## src/common/gat_cfg.svh

```systemverilog
`ifndef GAT_CFG_SVH
`define GAT_CFG_SVH

// ------------------------------
// feature memory geometry
// ------------------------------

// address width of the feature BRAM, 1024 words
`define FEAT_AW 10

// width of one node feature word
`define FEAT_DW 32

// first address written by layer 0
`define FEAT_BASE 16

// writes at or above this address raise the overflow flag
`define FEAT_ADDR_LIMIT 768

`endif

```

## src/common/gat_pkg.sv

```systemverilog
`default_nettype none

`include "gat_cfg.svh"

package gat_pkg;

  // compute phases in execution order, also the bit order of the phase vectors
  typedef enum logic [1:0] {
    SPMM,
    DMVM,
    SM,
    AGGR
  } phase_e;

  typedef enum logic [2:0] {
    IDLE,
    RUN_SPMM,
    RUN_DMVM,
    RUN_SM,
    RUN_AGGR,
    WRITEBACK
  } ctrl_state_e;

  typedef logic [3:0]          phase_vec_t;  // one bit per phase_e entry
  typedef logic [`FEAT_AW-1:0] feat_addr_t;
  typedef logic [`FEAT_DW-1:0] feat_word_t;
  typedef logic [7:0]          node_cnt_t;

endpackage

`default_nettype wire

```

## src/hw/gat_layer_ctrl.sv

```systemverilog
`default_nettype none

module gat_layer_ctrl (
  input  logic                clk,
  input  logic                rst_n,
  input  logic                start_i,
  input  gat_pkg::phase_vec_t phase_done_i,
  input  logic                wb_done_i,
  output gat_pkg::phase_vec_t phase_start_o,
  output logic                wb_start_o,
  output logic                busy_o,
  output logic                done_o
);

  gat_pkg::ctrl_state_e state_q;
  gat_pkg::phase_vec_t  phase_start_q;
  logic                 wb_start_q;
  logic                 done_q;

  // ------------------------------
  // phase sequencing
  // ------------------------------

  // the strobes are registered, so each one follows the done of the phase before it
  always_ff @(posedge clk or negedge rst_n) begin
    if (!rst_n) begin
      state_q       <= gat_pkg::IDLE;
      phase_start_q <= '0;
      wb_start_q    <= 1'b0;
      done_q        <= 1'b0;
    end else begin
      phase_start_q <= '0;
      wb_start_q    <= 1'b0;
      done_q        <= 1'b0;
      case (state_q)
        gat_pkg::IDLE: begin
          if (start_i) begin
            state_q                      <= gat_pkg::RUN_SPMM;
            phase_start_q[gat_pkg::SPMM] <= 1'b1;
          end
        end
        gat_pkg::RUN_SPMM: begin
          if (phase_done_i[gat_pkg::SPMM]) begin
            state_q                      <= gat_pkg::RUN_DMVM;
            phase_start_q[gat_pkg::DMVM] <= 1'b1;
          end
        end
        gat_pkg::RUN_DMVM: begin
          if (phase_done_i[gat_pkg::DMVM]) begin
            state_q                    <= gat_pkg::RUN_SM;
            phase_start_q[gat_pkg::SM] <= 1'b1;
          end
        end
        gat_pkg::RUN_SM: begin
          if (phase_done_i[gat_pkg::SM]) begin
            state_q                      <= gat_pkg::RUN_AGGR;
            phase_start_q[gat_pkg::AGGR] <= 1'b1;
          end
        end
        gat_pkg::RUN_AGGR: begin
          if (phase_done_i[gat_pkg::AGGR]) begin
            state_q    <= gat_pkg::WRITEBACK;
            wb_start_q <= 1'b1;
          end
        end
        gat_pkg::WRITEBACK: begin
          // wb_done_i comes with the last write, done_o one cycle later
          if (wb_done_i) begin
            state_q <= gat_pkg::IDLE;
            done_q  <= 1'b1;
          end
        end
        default: state_q <= gat_pkg::IDLE;
      endcase
    end
  end

  assign phase_start_o = phase_start_q;
  assign wb_start_o    = wb_start_q;
  assign done_o        = done_q;
  assign busy_o        = (state_q != gat_pkg::IDLE);  // start_i is ignored while high

endmodule

`default_nettype wire

```

## config.mk

```make
export PLATFORM = sky130hd
export DESIGN_NAME = gat_layer_ctrl
export DESIGN_NICKNAME = d
export VERILOG_FILES = /design/src/common/gat_pkg.sv /design/src/hw/gat_layer_ctrl.sv
export VERILOG_INCLUDE_DIRS = /design/src /design/src/common
export SDC_FILE = /design/constraint.sdc
export NUM_CORES = 1
export LEC_CHECK = 0
export ABC_AREA = 1
export BUFFER_PORTS_ARGS = -buffer_cell sky130_fd_sc_hd__buf_4
export CAP_MARGIN = 30
export CELL_PAD_IN_SITES_DETAIL_PLACEMENT = 2
export CELL_PAD_IN_SITES_GLOBAL_PLACEMENT = 2
export CORE_MARGIN = 2
export CORE_UTILIZATION = 25
export DETAILED_ROUTE_END_ITERATION = 8
export PLACE_DENSITY_LB_ADDON = 0.1
export SYNTH_ARGS = -nofsm -noshare
export SYNTH_HDL_FRONTEND = slang
export SYNTH_SLANG_ARGS = --single-unit
```

## constraint.sdc

```tcl
create_clock -name clk -period 1.2 [get_ports clk]
set_input_delay 0.24 -clock clk [delete_from_list [all_inputs] [get_ports clk]]
set_output_delay 0.24 -clock clk [all_outputs]
set_load 0.03 [all_outputs]
```

# Yosys cells after proc, flatten, opt, wreduce, memory -nomap -nowiden
# Cells that the tools add are included.
[op_classes]
mux = 19
div = 0
addsub = 0
multipliers = 0
n_bitwise = 0
magnitude_cmp = 0
reduce_logical = 3
shift = 0
n_eq_ne = 11
[op_table]
columns = ["operator", "n"]
rows = [
  ["2-to-1 mux 3 bit", 6],
  ["case mux 3 bit (6 select lines)", 1],
  ["2-to-1 mux 1 bit", 12],
  ["inequality test 2 bit (second input constant)", 6],
  ["equality test 3 x 2 -> 1 bit (second input constant)", 2],
  ["equality test 3 bit (second input constant)", 2],
  ["AND reduction 6 bit", 1],
  ["equality test 3 x 1 -> 1 bit (second input constant)", 1],
  ["logical NOT 3 bit", 1],
  ["nonzero test 3 bit", 1],
]
[totals]
ff_bits = 9
input_bits = 8
mem_bits_ro = 0
latch_bits = 0
output_inout_bits = 7
elab_cells = 37
n_memories = 0
ram_bits = 0

# Logic depth before layout (Yosys ltp)
# Gate-level depths: netlist (run 1).
[logic_depth]
ltp_word = 3
mapped_depth = 8
ltp_nobuf = 8

# Least setup slack after synthesis (run 1)
# OpenSTA, ideal clock, no wires.
[synth_timing]
path_type = "register -> register"
from = "reg state_q[1]"
to = "reg state_q[0]"
setup_time_ns = 0.117
required_ns = 1.083
slack_ns = 0.129
stages_incl_launch_ff = 8
n_path_buf = 1
t_arrival_ns = 0.955
period_less_slack_ns = 1.071
cell_sequence = "dfrtp_1 > buf_6 > nor2_2 > nand3_1 > nand2_1 > nor2_4 > nand3_1 > nand2_1"
[synth_between]
elab_chain_len = 3
word_cells_on_any_way = 14
cone_classes = "11 x eq/ne; 1 x mux; 2 x reduce/logical"
[synth_lines]
columns = ["element", "line", "rtl"]
rows = [
  ["start: declaration", "gat_layer_ctrl.sv:15", "gat_pkg::ctrl_state_e state_q;"],
  ["start signal: assignment", "gat_layer_ctrl.sv:27", "state_q <= gat_pkg::IDLE;"],
  ["start signal: assignment", "gat_layer_ctrl.sv:38", "state_q <= gat_pkg::RUN_SPMM;"],
  ["start signal: assignment", "gat_layer_ctrl.sv:44", "state_q <= gat_pkg::RUN_DMVM;"],
  ["equality test 3 bit, or another cell as far along", "gat_layer_ctrl.sv:35", "case (state_q)"],
  ["inequality test 2 bit (no source line)", "--", ""],
  ["AND reduction 6 bit (no source line)", "--", ""],
]
# Parallel ways exist; a longest one is shown, timed or not.
# A chain may end at the register's enable or synchronous reset.

# Worst setup path after layout (run 1)
[layout_timing]
from = "reg state_q[2]"
to = "out busy_o"
[layout_between]
elab_chain_len = 1
[layout_lines]
columns = ["element", "line", "rtl"]
rows = [
  ["nonzero test 3 bit", "gat_layer_ctrl.sv:81", "assign busy_o = (state_q != gat_pkg::IDLE);"],
  ["end: declaration", "gat_layer_ctrl.sv:11", "output logic busy_o,"],
]
# No other way between the ends.

==> report_table.html, run 1 <==
<table>
<tr><th>Metric</th><th>Value</th></tr>
<tr><th colspan="2">Status</th></tr>
<tr><td>Result of the run</td><td>complete, but fails checks</td></tr>
<tr><td>Failing checks</td><td>setup timing</td></tr>
<tr><th colspan="2">Detailed routing</th></tr>
<tr><td>Wire length per cell</td><td>15.16 um</td></tr>
<tr><td>Final wirelength</td><td>1.546 mm</td></tr>
<tr><td>Remaining antenna violation count after routing</td><td>0</td></tr>
<tr><td>First-pass detailed-route iteration total</td><td>3</td></tr>
<tr><td>Number of DRC violations after detailed routing</td><td>0</td></tr>
<tr><td>Via count</td><td>482</td></tr>
<tr><td>Ratio of routed vias to standard cells</td><td>4.725</td></tr>
<tr><td>DR iter-0 viols</td><td>3</td></tr>
<tr><th colspan="2">Pwr</th></tr>
<tr><td>Leak pwr</td><td>0.4125 nW</td></tr>
<tr><td>Switching share of power</td><td>0.4481</td></tr>
<tr><td>Peak supply drop</td><td>0.9276 mV</td></tr>
<tr><td>Power Total</td><td>0.001849 W</td></tr>
<tr><td>Power per unit of standard cell area</td><td>2496 mW/mm^2</td></tr>
<tr><td>Sequential group share of total power</td><td>0.256</td></tr>
<tr><td>Clock power frac</td><td>0.142</td></tr>
<tr><td>Comb pwr share</td><td>0.602</td></tr>
<tr><td>Switching power summed over all nets</td><td>0.0008286 W</td></tr>
<tr><td>Cell Int Power</td><td>0.001020 W</td></tr>
<tr><th colspan="2">Place</th></tr>
<tr><td>Worst slack at placement</td><td>-17.12 ps</td></tr>
<tr><td>Last weighted congestion value of the routability-driven placer</td><td>0.7362</td></tr>
<tr><td>Count of port buffers added during placement</td><td>14</td></tr>
<tr><td>Post-detailed-placement half-perimeter wirelength</td><td>895 um</td></tr>
<tr><th colspan="2">Critical path</th></tr>
<tr><td>Type of element launching the critical path</td><td>register</td></tr>
<tr><td>Startpoint of the lowest-slack register-to-register path</td><td>state_q[0]</td></tr>
<tr><td>Depth of the worst register-to-register path</td><td>9</td></tr>
<tr><td>Critical path data arrival time</td><td>1050 ps</td></tr>
<tr><td>R2r endpoint</td><td>state_q[0]</td></tr>
<tr><td>Data required, critical path</td><td>960 ps</td></tr>
<tr><td>Worst setup path class</td><td>register to output port</td></tr>
<tr><td>Register-to-register setup slack</td><td>-60 ps</td></tr>
<tr><td>Nature of the critical path endpoint</td><td>output port</td></tr>
<tr><td>Worst-path maximum fanout</td><td>4</td></tr>
<tr><th colspan="2">Floorplan</th></tr>
<tr><td>Die W</td><td>46.15 um</td></tr>
<tr><td>Floorplan die area</td><td>0.002130 mm^2</td></tr>
<tr><td>Height of the die</td><td>46.15 um</td></tr>
<tr><td>Number of top-level pins</td><td>15</td></tr>
<tr><td>CORE AREA</td><td>0.001689 mm^2</td></tr>
<tr><td>Rows</td><td>15</td></tr>
<tr><td>Effective utilization at floorplan</td><td>0.2630</td></tr>
<tr><th colspan="2">Synth</th></tr>
<tr><td>Total of warnings raised by yosys</td><td>0</td></tr>
<tr><td>Flop and latch count out of synthesis</td><td>9</td></tr>
<tr><td>Post-Syn Instances</td><td>57</td></tr>
<tr><td>Post-Syn Nets</td><td>65</td></tr>
<tr><td>Unique masters post-synth</td><td>14</td></tr>
<tr><td>Share of synthesized area occupied by flip-flops and latches</td><td>0.5070</td></tr>
<tr><td>Per-instance average area after synthesis</td><td>7.793 um^2</td></tr>
<tr><td>Post-synthesis instance area</td><td>444.2 um^2</td></tr>
<tr><th colspan="2">Run</th></tr>
<tr><td>Max-cap violations</td><td>0</td></tr>
<tr><th colspan="2">GRT</th></tr>
<tr><td>Total global routing track utilization</td><td>0.1699</td></tr>
<tr><td>Global-route wire length before repair</td><td>2.359 mm</td></tr>
<tr><td>Total overflow reported by the global router</td><td>0</td></tr>
<tr><td>Number of antenna violations at the first check in global routing</td><td>0</td></tr>
<tr><td>Vias in the first global route</td><td>493</td></tr>
<tr><td>Maximum number of pins on one net before global-route repair</td><td>10</td></tr>
<tr><th colspan="2">Layout</th></tr>
<tr><td>Final antenna diode count</td><td>0</td></tr>
<tr><td>Commonest cells after routing, fill and taps aside</td><td>21 x sky130_fd_sc_hd__buf_4, 9 x sky130_fd_sc_hd__nand2_1, 8 x sky130_fd_sc_hd__inv_1</td></tr>
<tr><td>Layout fillers</td><td>191</td></tr>
<tr><td>Most common cell after layout, fill and taps aside</td><td>sky130_fd_sc_hd__buf_4</td></tr>
<tr><td>Layout area overhead</td><td>66.76%</td></tr>
<tr><td>Share of cells above drive strength 1</td><td>0.5529</td></tr>
<tr><td>Layout Nets</td><td>94</td></tr>
<tr><th colspan="2">Clocking</th></tr>
<tr><td>Clock sink count</td><td>9</td></tr>
<tr><td>TritonCTS clock tree</td><td>yes</td></tr>
<tr><td>CTS H-tree lvls</td><td>1</td></tr>
<tr><td>Total CTS buffers</td><td>3</td></tr>
<tr><td>Worst-Skew Late Latency</td><td>280 ps</td></tr>
<tr><td>Max clock buf depth</td><td>2</td></tr>
<tr><td>Root Buffer Master</td><td>sky130_fd_sc_hd__clkbuf_4</td></tr>
<tr><td>Clock Pin Slew Worst Setup and Hold Paths</td><td>70 ps</td></tr>
<tr><th colspan="2">STA</th></tr>
<tr><td>Final cycle utilization of the critical path</td><td>1.075</td></tr>
<tr><td>Max-Slew Margin vs Limit</td><td>0.8565</td></tr>
<tr><td>Pins Over Slew Limit</td><td>0</td></tr>
<tr><td>Slack of the critical path</td><td>-90.02 ps</td></tr>
<tr><td>WHS</td><td>190.7 ps</td></tr>
<tr><td>Unrepaired setup endpoints after global routing</td><td>true</td></tr>
<tr><td>Hold violation total from the final report</td><td>0</td></tr>
<tr><td>Final Skew</td><td>4.476 ps</td></tr>
<tr><td>Final worst path period need</td><td>1290 ps</td></tr>
<tr><td>Slew at the pin with the worst max-slew slack</td><td>214.5 ps</td></tr>
<tr><td>Peak clock frequency supported by timing</td><td>0.7752 GHz</td></tr>
<tr><td>Endpoints failing setup</td><td>4</td></tr>
<tr><th colspan="2">Min path</th></tr>
<tr><td>Hold path startpoint</td><td>phase_done_i[0]</td></tr>
<tr><td>Number of instances on the worst hold path</td><td>3</td></tr>
<tr><td>Hold/Removal Path Class</td><td>primary input to register</td></tr>
<tr><td>Worst hold path endpoint</td><td>phase_start_o[1]</td></tr>
</table>
[worst max path at each step]
stage          cells past startpoint        from  slack (ps)    endpoint
6_report                           3  state_q[2]         -90      busy_o
5_1_grt                            9  state_q[0]        -160  state_q[0]
4_1_cts                            3  state_q[1]         -70      busy_o
3_5_place_dp                       7  state_q[0]         -20  state_q[0]
3_3_place_gp                       7  state_q[0]           3  state_q[0]
2_1_floorplan                      7  state_q[1]         130  state_q[0]
[worst max-delay path: stages, from the launching register on]
cell and delay, ps:
sky130_fd_sc_hd__dfrtp_2 460, sky130_fd_sc_hd__inv_2 110, sky130_fd_sc_hd__nand2_2 70, sky130_fd_sc_hd__buf_6 130
[what timing repair did]
item,CTS,global route
gates resized for setup,10,11
pin swaps,4,8
endpoints found under the setup margin,4,4
setup buffers,7,1
endpoints found under the hold margin,9,0
hold buffers,1,0
[cells in the mapped netlist, drive strengths merged]
cell type,number,area (um^2)
a21oi,1,5.000
buf,1,11.26
dfrtp,9,225.2
inv,9,33.78
nand2,15,58.81
nand3,7,35.03
nand3b,1,7.510
nor2,12,57.55
nor3,1,5.000
o21ai,1,5.000
[metrics by stage]
stage / instances / utilization / instance area [um^2] / TNS [ps]
global route: 102 / 0.4385 / 740.7 / -553.2
global placement: 89 / 0.3400 / 574.3 / 0
floorplan: 57 / - / 444.2 / 0
CTS: 101 / 0.4081 / 689.4 / -184.0
finish: 102 / 0.4385 / 740.7 / -243.5
detailed placement: 89 / 0.3400 / 574.3 / -17.12
[cells by family (layout without fill, tap and decap cells)]
group                  count (synthesis)  in the layout  synth area share
AO/OA/AOI/OAI                          2              2           0.02251
buffers and inverters                 10             38            0.1014
AND/OR/NAND/NOR                       36             36            0.3690
flip-flops                             9              9            0.5071
[metal layers]
layer / up-vias / share of wire / GRT usage
met4: 0 / 0.030 / 0.1200
met1: 239 / 0.44 / 0.2033
met5: - / 0 / 0
met2: 10 / 0.50 / 0.2583
met3: 5 / 0.030 / 0.04706
li1: 228 / - / -
[flip-flops by register name, indices dropped and copies added, names as in the netlist]
signal / flops
phase_start_o: 4
state_q: 3
done_o: 1
wb_start_o: 1
[layout make-up]
| type | count | area, um^2 | share of cell area |
|---|---|---|---|
| clock buffer | 4 | 26.28 | 0.03547 |
| inverter | 9 | 33.78 | 0.04561 |
| multi-input combinational | 38 | 229.0 | 0.3091 |
| sequential | 9 | 229.0 | 0.3091 |
| tap | 17 | 21.27 | 0.02872 |
| timing repair buffer | 25 | 201.4 | 0.2720 |
[power groups by stage]
stage	registers [W]	logic [W]	clock network [W]
6_report	0.000474	0.00111	0.000262
5_1_grt	0.000483	0.00122	0.000287
4_1_cts	0.000463	0.000975	0.000268
3_5_place_dp	0.000492	0.000702	0
3_3_place_gp	0.000493	0.000680	0
2_1_floorplan	0.000529	0.000428	0
(Power assumes the default switching activity.)
==> run 2, diff against run 1 <==
Settings changed: BUFFER_PORTS_ARGS -buffer_cell sky130_fd_sc_hd__buf_4 to -buffer_cell sky130_fd_sc_hd__buf_2.
==> run 2 against run 1 <==
The run still ends with setup timing left; register-to-register slack about the same; sequential power down 4.2%; utilization shrank 4.8 points; clock power decreased by 4%; wire length down 5.0%; design area decreased by 11%; clock skew is 2.4 ps lower; critical path type unchanged; critical endpoint unchanged; highest routed layer unchanged.
==> report_table.html, run 2 (synthesized netlist as in run 1, its figures left out) <==
<table>
<tr><th>Metric</th><th>Value</th></tr>
<tr><th colspan="2">Status</th></tr>
<tr><td>Result of the run</td><td>complete, but fails checks (unchanged)</td></tr>
<tr><td>Failing checks</td><td>setup timing (unchanged)</td></tr>
<tr><th colspan="2">Critical path</th></tr>
<tr><td>Startpoint of the lowest-slack register-to-register path</td><td>state_q[2] (was state_q[0])</td></tr>
<tr><td>Worst stage delay on the critical path</td><td>430 ps (was 460 ps)</td></tr>
<tr><td>Critical path data arrival time</td><td>1040 ps (was 1050 ps)</td></tr>
<tr><td>Number of cells on the critical path</td><td>3 (unchanged)</td></tr>
<tr><td>Data required, critical path</td><td>960 ps (about the same)</td></tr>
<tr><td>Critical Path Slowest Stage Cell</td><td>sky130_fd_sc_hd__dfrtp_2 (unchanged)</td></tr>
<tr><td>Depth of the worst register-to-register path</td><td>9 (unchanged)</td></tr>
<tr><td>Register-to-register setup slack</td><td>-60 ps (about the same)</td></tr>
<tr><td>Nature of the critical path endpoint</td><td>output port (unchanged)</td></tr>
<tr><td>Cells along the critical path</td><td>nor2_4 &gt; nand2_2 &gt; buf_6 (was inv_2 &gt; nand2_2 &gt; buf_6)</td></tr>
<tr><td>Worst-path maximum fanout</td><td>2 (was 4)</td></tr>
<tr><td>Type of element launching the critical path</td><td>register (unchanged)</td></tr>
<tr><td>Worst setup path class</td><td>register to output port (unchanged)</td></tr>
<tr><td>CP delay by family, top</td><td>flip-flops (unchanged)</td></tr>
<tr><td>R2r endpoint</td><td>state_q[0] (unchanged)</td></tr>
<tr><td>Buffers plus inverters on the worst setup path</td><td>1 (was 2)</td></tr>
<tr><th colspan="2">STA</th></tr>
<tr><td>Peak clock frequency supported by timing</td><td>0.7791 GHz (was 0.7752 GHz)</td></tr>
<tr><td>Pins Over Slew Limit</td><td>0 (unchanged)</td></tr>
<tr><td>Unrepaired setup endpoints after global routing</td><td>true (unchanged)</td></tr>
<tr><td>Final worst path period need</td><td>1283 ps (was 1290 ps)</td></tr>
<tr><td>Max-Slew Margin vs Limit</td><td>0.8499 (was 0.8565)</td></tr>
<tr><td>Slew at the pin with the worst max-slew slack</td><td>225.2 ps (was 214.5 ps)</td></tr>
<tr><td>Hold violation total from the final report</td><td>0 (unchanged)</td></tr>
<tr><td>Slack of the critical path</td><td>-83.45 ps (was -90.02 ps)</td></tr>
<tr><td>Final cycle utilization of the critical path</td><td>1.070 (was 1.075)</td></tr>
<tr><td>Final Skew</td><td>2.040 ps (was 4.476 ps)</td></tr>
<tr><td>Endpoints failing setup</td><td>4 (unchanged)</td></tr>
<tr><th colspan="2">Detailed routing</th></tr>
<tr><td>Wire length per cell</td><td>14.68 um (was 15.16 um)</td></tr>
<tr><td>Via count</td><td>459 (was 482)</td></tr>
<tr><td>Number of DRC violations after detailed routing</td><td>0 (unchanged)</td></tr>
<tr><td>First-pass detailed-route iteration total</td><td>2 (was 3)</td></tr>
<tr><td>Final wirelength</td><td>1.468 mm (was 1.546 mm)</td></tr>
<tr><td>Remaining antenna violation count after routing</td><td>0 (unchanged)</td></tr>
<tr><td>DR iter-0 viols</td><td>5 (was 3)</td></tr>
<tr><td>Ratio of routed vias to standard cells</td><td>4.590 (was 4.725)</td></tr>
<tr><th colspan="2">Clocking</th></tr>
<tr><td>Worst-Skew Late Latency</td><td>270 ps (was 280 ps)</td></tr>
<tr><td>CTS H-tree lvls</td><td>1 (unchanged)</td></tr>
<tr><td>Max clock buf depth</td><td>2 (unchanged)</td></tr>
<tr><td>Clock sink count</td><td>9 (unchanged)</td></tr>
<tr><td>Root Buffer Master</td><td>sky130_fd_sc_hd__clkbuf_4 (unchanged)</td></tr>
<tr><td>Clock Pin Slew Worst Setup and Hold Paths</td><td>70 ps (about the same)</td></tr>
<tr><td>Total CTS buffers</td><td>3 (unchanged)</td></tr>
<tr><td>TritonCTS clock tree</td><td>yes (unchanged)</td></tr>
<tr><th colspan="2">Place</th></tr>
<tr><td>Count of port buffers added during placement</td><td>14 (unchanged)</td></tr>
<tr><td>Post-detailed-placement half-perimeter wirelength</td><td>892.1 um (was 895 um)</td></tr>
<tr><td>Last weighted congestion value of the routability-driven placer</td><td>0.7288 (was 0.7362)</td></tr>
<tr><td>Worst slack at placement</td><td>8.903 ps (was -17.12 ps)</td></tr>
<tr><th colspan="2">GRT</th></tr>
<tr><td>Total overflow reported by the global router</td><td>0 (unchanged)</td></tr>
<tr><td>Maximum number of pins on one net before global-route repair</td><td>10 (unchanged)</td></tr>
<tr><td>Vias in the first global route</td><td>466 (was 493)</td></tr>
<tr><td>Total global routing track utilization</td><td>0.1550 (was 0.1699)</td></tr>
<tr><td>Number of antenna violations at the first check in global routing</td><td>0 (unchanged)</td></tr>
<tr><td>Global-route wire length before repair</td><td>2.139 mm (was 2.359 mm)</td></tr>
<tr><th colspan="2">Run</th></tr>
<tr><td>Max-cap violations</td><td>0 (unchanged)</td></tr>
<tr><th colspan="2">Floorplan</th></tr>
<tr><td>CORE AREA</td><td>0.001689 mm^2 (unchanged)</td></tr>
<tr><td>Die W</td><td>46.15 um (unchanged)</td></tr>
<tr><td>Floorplan die area</td><td>0.002130 mm^2 (unchanged)</td></tr>
<tr><td>Number of top-level pins</td><td>15 (unchanged)</td></tr>
<tr><td>Height of the die</td><td>46.15 um (unchanged)</td></tr>
<tr><td>Effective utilization at floorplan</td><td>0.2630 (unchanged)</td></tr>
<tr><td>Rows</td><td>15 (unchanged)</td></tr>
<tr><th colspan="2">Min path</th></tr>
<tr><td>Number of instances on the worst hold path</td><td>3 (unchanged)</td></tr>
<tr><td>Hold/Removal Path Class</td><td>primary input to register (unchanged)</td></tr>
<tr><td>Worst hold path endpoint</td><td>phase_start_o[1] (unchanged)</td></tr>
<tr><td>Hold path startpoint</td><td>phase_done_i[0] (unchanged)</td></tr>
<tr><th colspan="2">Layout</th></tr>
<tr><td>Commonest cells after routing, fill and taps aside</td><td>13 x sky130_fd_sc_hd__buf_2, 11 x sky130_fd_sc_hd__nand2_1, 8 x sky130_fd_sc_hd__inv_1, 8 x sky130_fd_sc_hd__nor2_1, 7 x sky130_fd_sc_hd__buf_4 (was 21 x sky130_fd_sc_hd__buf_4, 9 x sky130_fd_sc_hd__nand2_1, 8 x sky130_fd_sc_hd__inv_1)</td></tr>
<tr><td>Core occupancy in the finished layout</td><td>0.3904 (was 0.4385)</td></tr>
<tr><td>Share of cells above drive strength 1</td><td>0.4699 (was 0.5529)</td></tr>
<tr><td>Flip-flop count of the largest register after layout</td><td>4 (unchanged)</td></tr>
<tr><td>Final antenna diode count</td><td>0 (unchanged)</td></tr>
<tr><td>Layout Nets</td><td>92 (was 94)</td></tr>
<tr><td>Most common cell after layout, fill and taps aside</td><td>sky130_fd_sc_hd__buf_2 (was sky130_fd_sc_hd__buf_4)</td></tr>
<tr><td>Layout area overhead</td><td>48.45% (was 66.76%)</td></tr>
<tr><th colspan="2">Pwr</th></tr>
<tr><td>Leak pwr</td><td>0.3829 nW (was 0.4125 nW)</td></tr>
<tr><td>Peak supply drop</td><td>0.8154 mV (was 0.9276 mV)</td></tr>
<tr><td>Power per unit of standard cell area</td><td>2499 mW/mm^2 (was 2496 mW/mm^2)</td></tr>
</table>
[run 2: area by class of cell]
class / count / area (um^2)
Sequential cell: 9 / 229.0
Clock buffer: 4 / 26.28
Fill cell: 209 / 1030
Inverter: 9 / 33.78
Multi-Input combinational cell: 38 / 198.9
Timing Repair Buffer: 23 / 150.1
Tap cell: 17 / 21.27
[run 2: repair_timing]
item | 4_1_cts | 5_1_grt
cloned | 0 | 0
hold buffers | 1 | 0
buffers inserted | 5 | 1
pin swaps | 2 | 3
gates resized for setup | 7 | 6
endpoints found under the setup margin | 3 | 4
hold endpoints to repair | 9 | 0
[run 2: worst reg2reg max path, delay by kind of cell, from the launching register on]
family | cells | cell delay (ps)
buffers and inverters | 1 | 150
flip-flops | 1 | 430
AND/OR/NAND/NOR | 8 | 590
[run 2: stage by stage]
stage                     total power [W]  instances  hold slack [ps]  setup TNS (ps)  instance area, um^2
final                            0.001648        100            184.2          -192.7                659.4
after global routing             0.001775        100            189.6          -503.1                659.4
after CTS                        0.001583         99            188.9          -208.8                630.6
after detailed placement         0.001145         89            112.9               0                539.3
after global placement           0.001132         89            113.4               0                539.3
after floorplan                 0.0009576         57           -55.59               0                444.2
[run 2: worst max-delay path by stage]
stage | startpoint | end | slack (ps)
final | state_q[1] | busy_o | -80
after global routing | state_q[2] | state_q[0] | -140
after CTS | state_q[1] | busy_o | -70
after detailed placement | state_q[0] | state_q[0] | 9
after global placement | state_q[0] | state_q[0] | 20
after floorplan | state_q[1] | state_q[0] | 130
[run 2: layer usage]
metal / GRT usage / share of wire / vias up
li1: - / - / 224
met1: 0.1738 / 0.41 / 220
met2: 0.2583 / 0.53 / 10
met3: 0.03529 / 0.033 / 5
met4: 0.1029 / 0.026 / 0
met5: 0 / 0 / -
[run 2: report_power, final]
part	internal [W]	leakage (nW)	switching [W]	total (W)
registers	0.000396	0.116	0.0000577	0.000454
logic	0.000381	0.252	0.000562	0.000942
clock network	0.000129	0.0150	0.000123	0.000252
total	0.000906	0.383	0.000742	0.00165
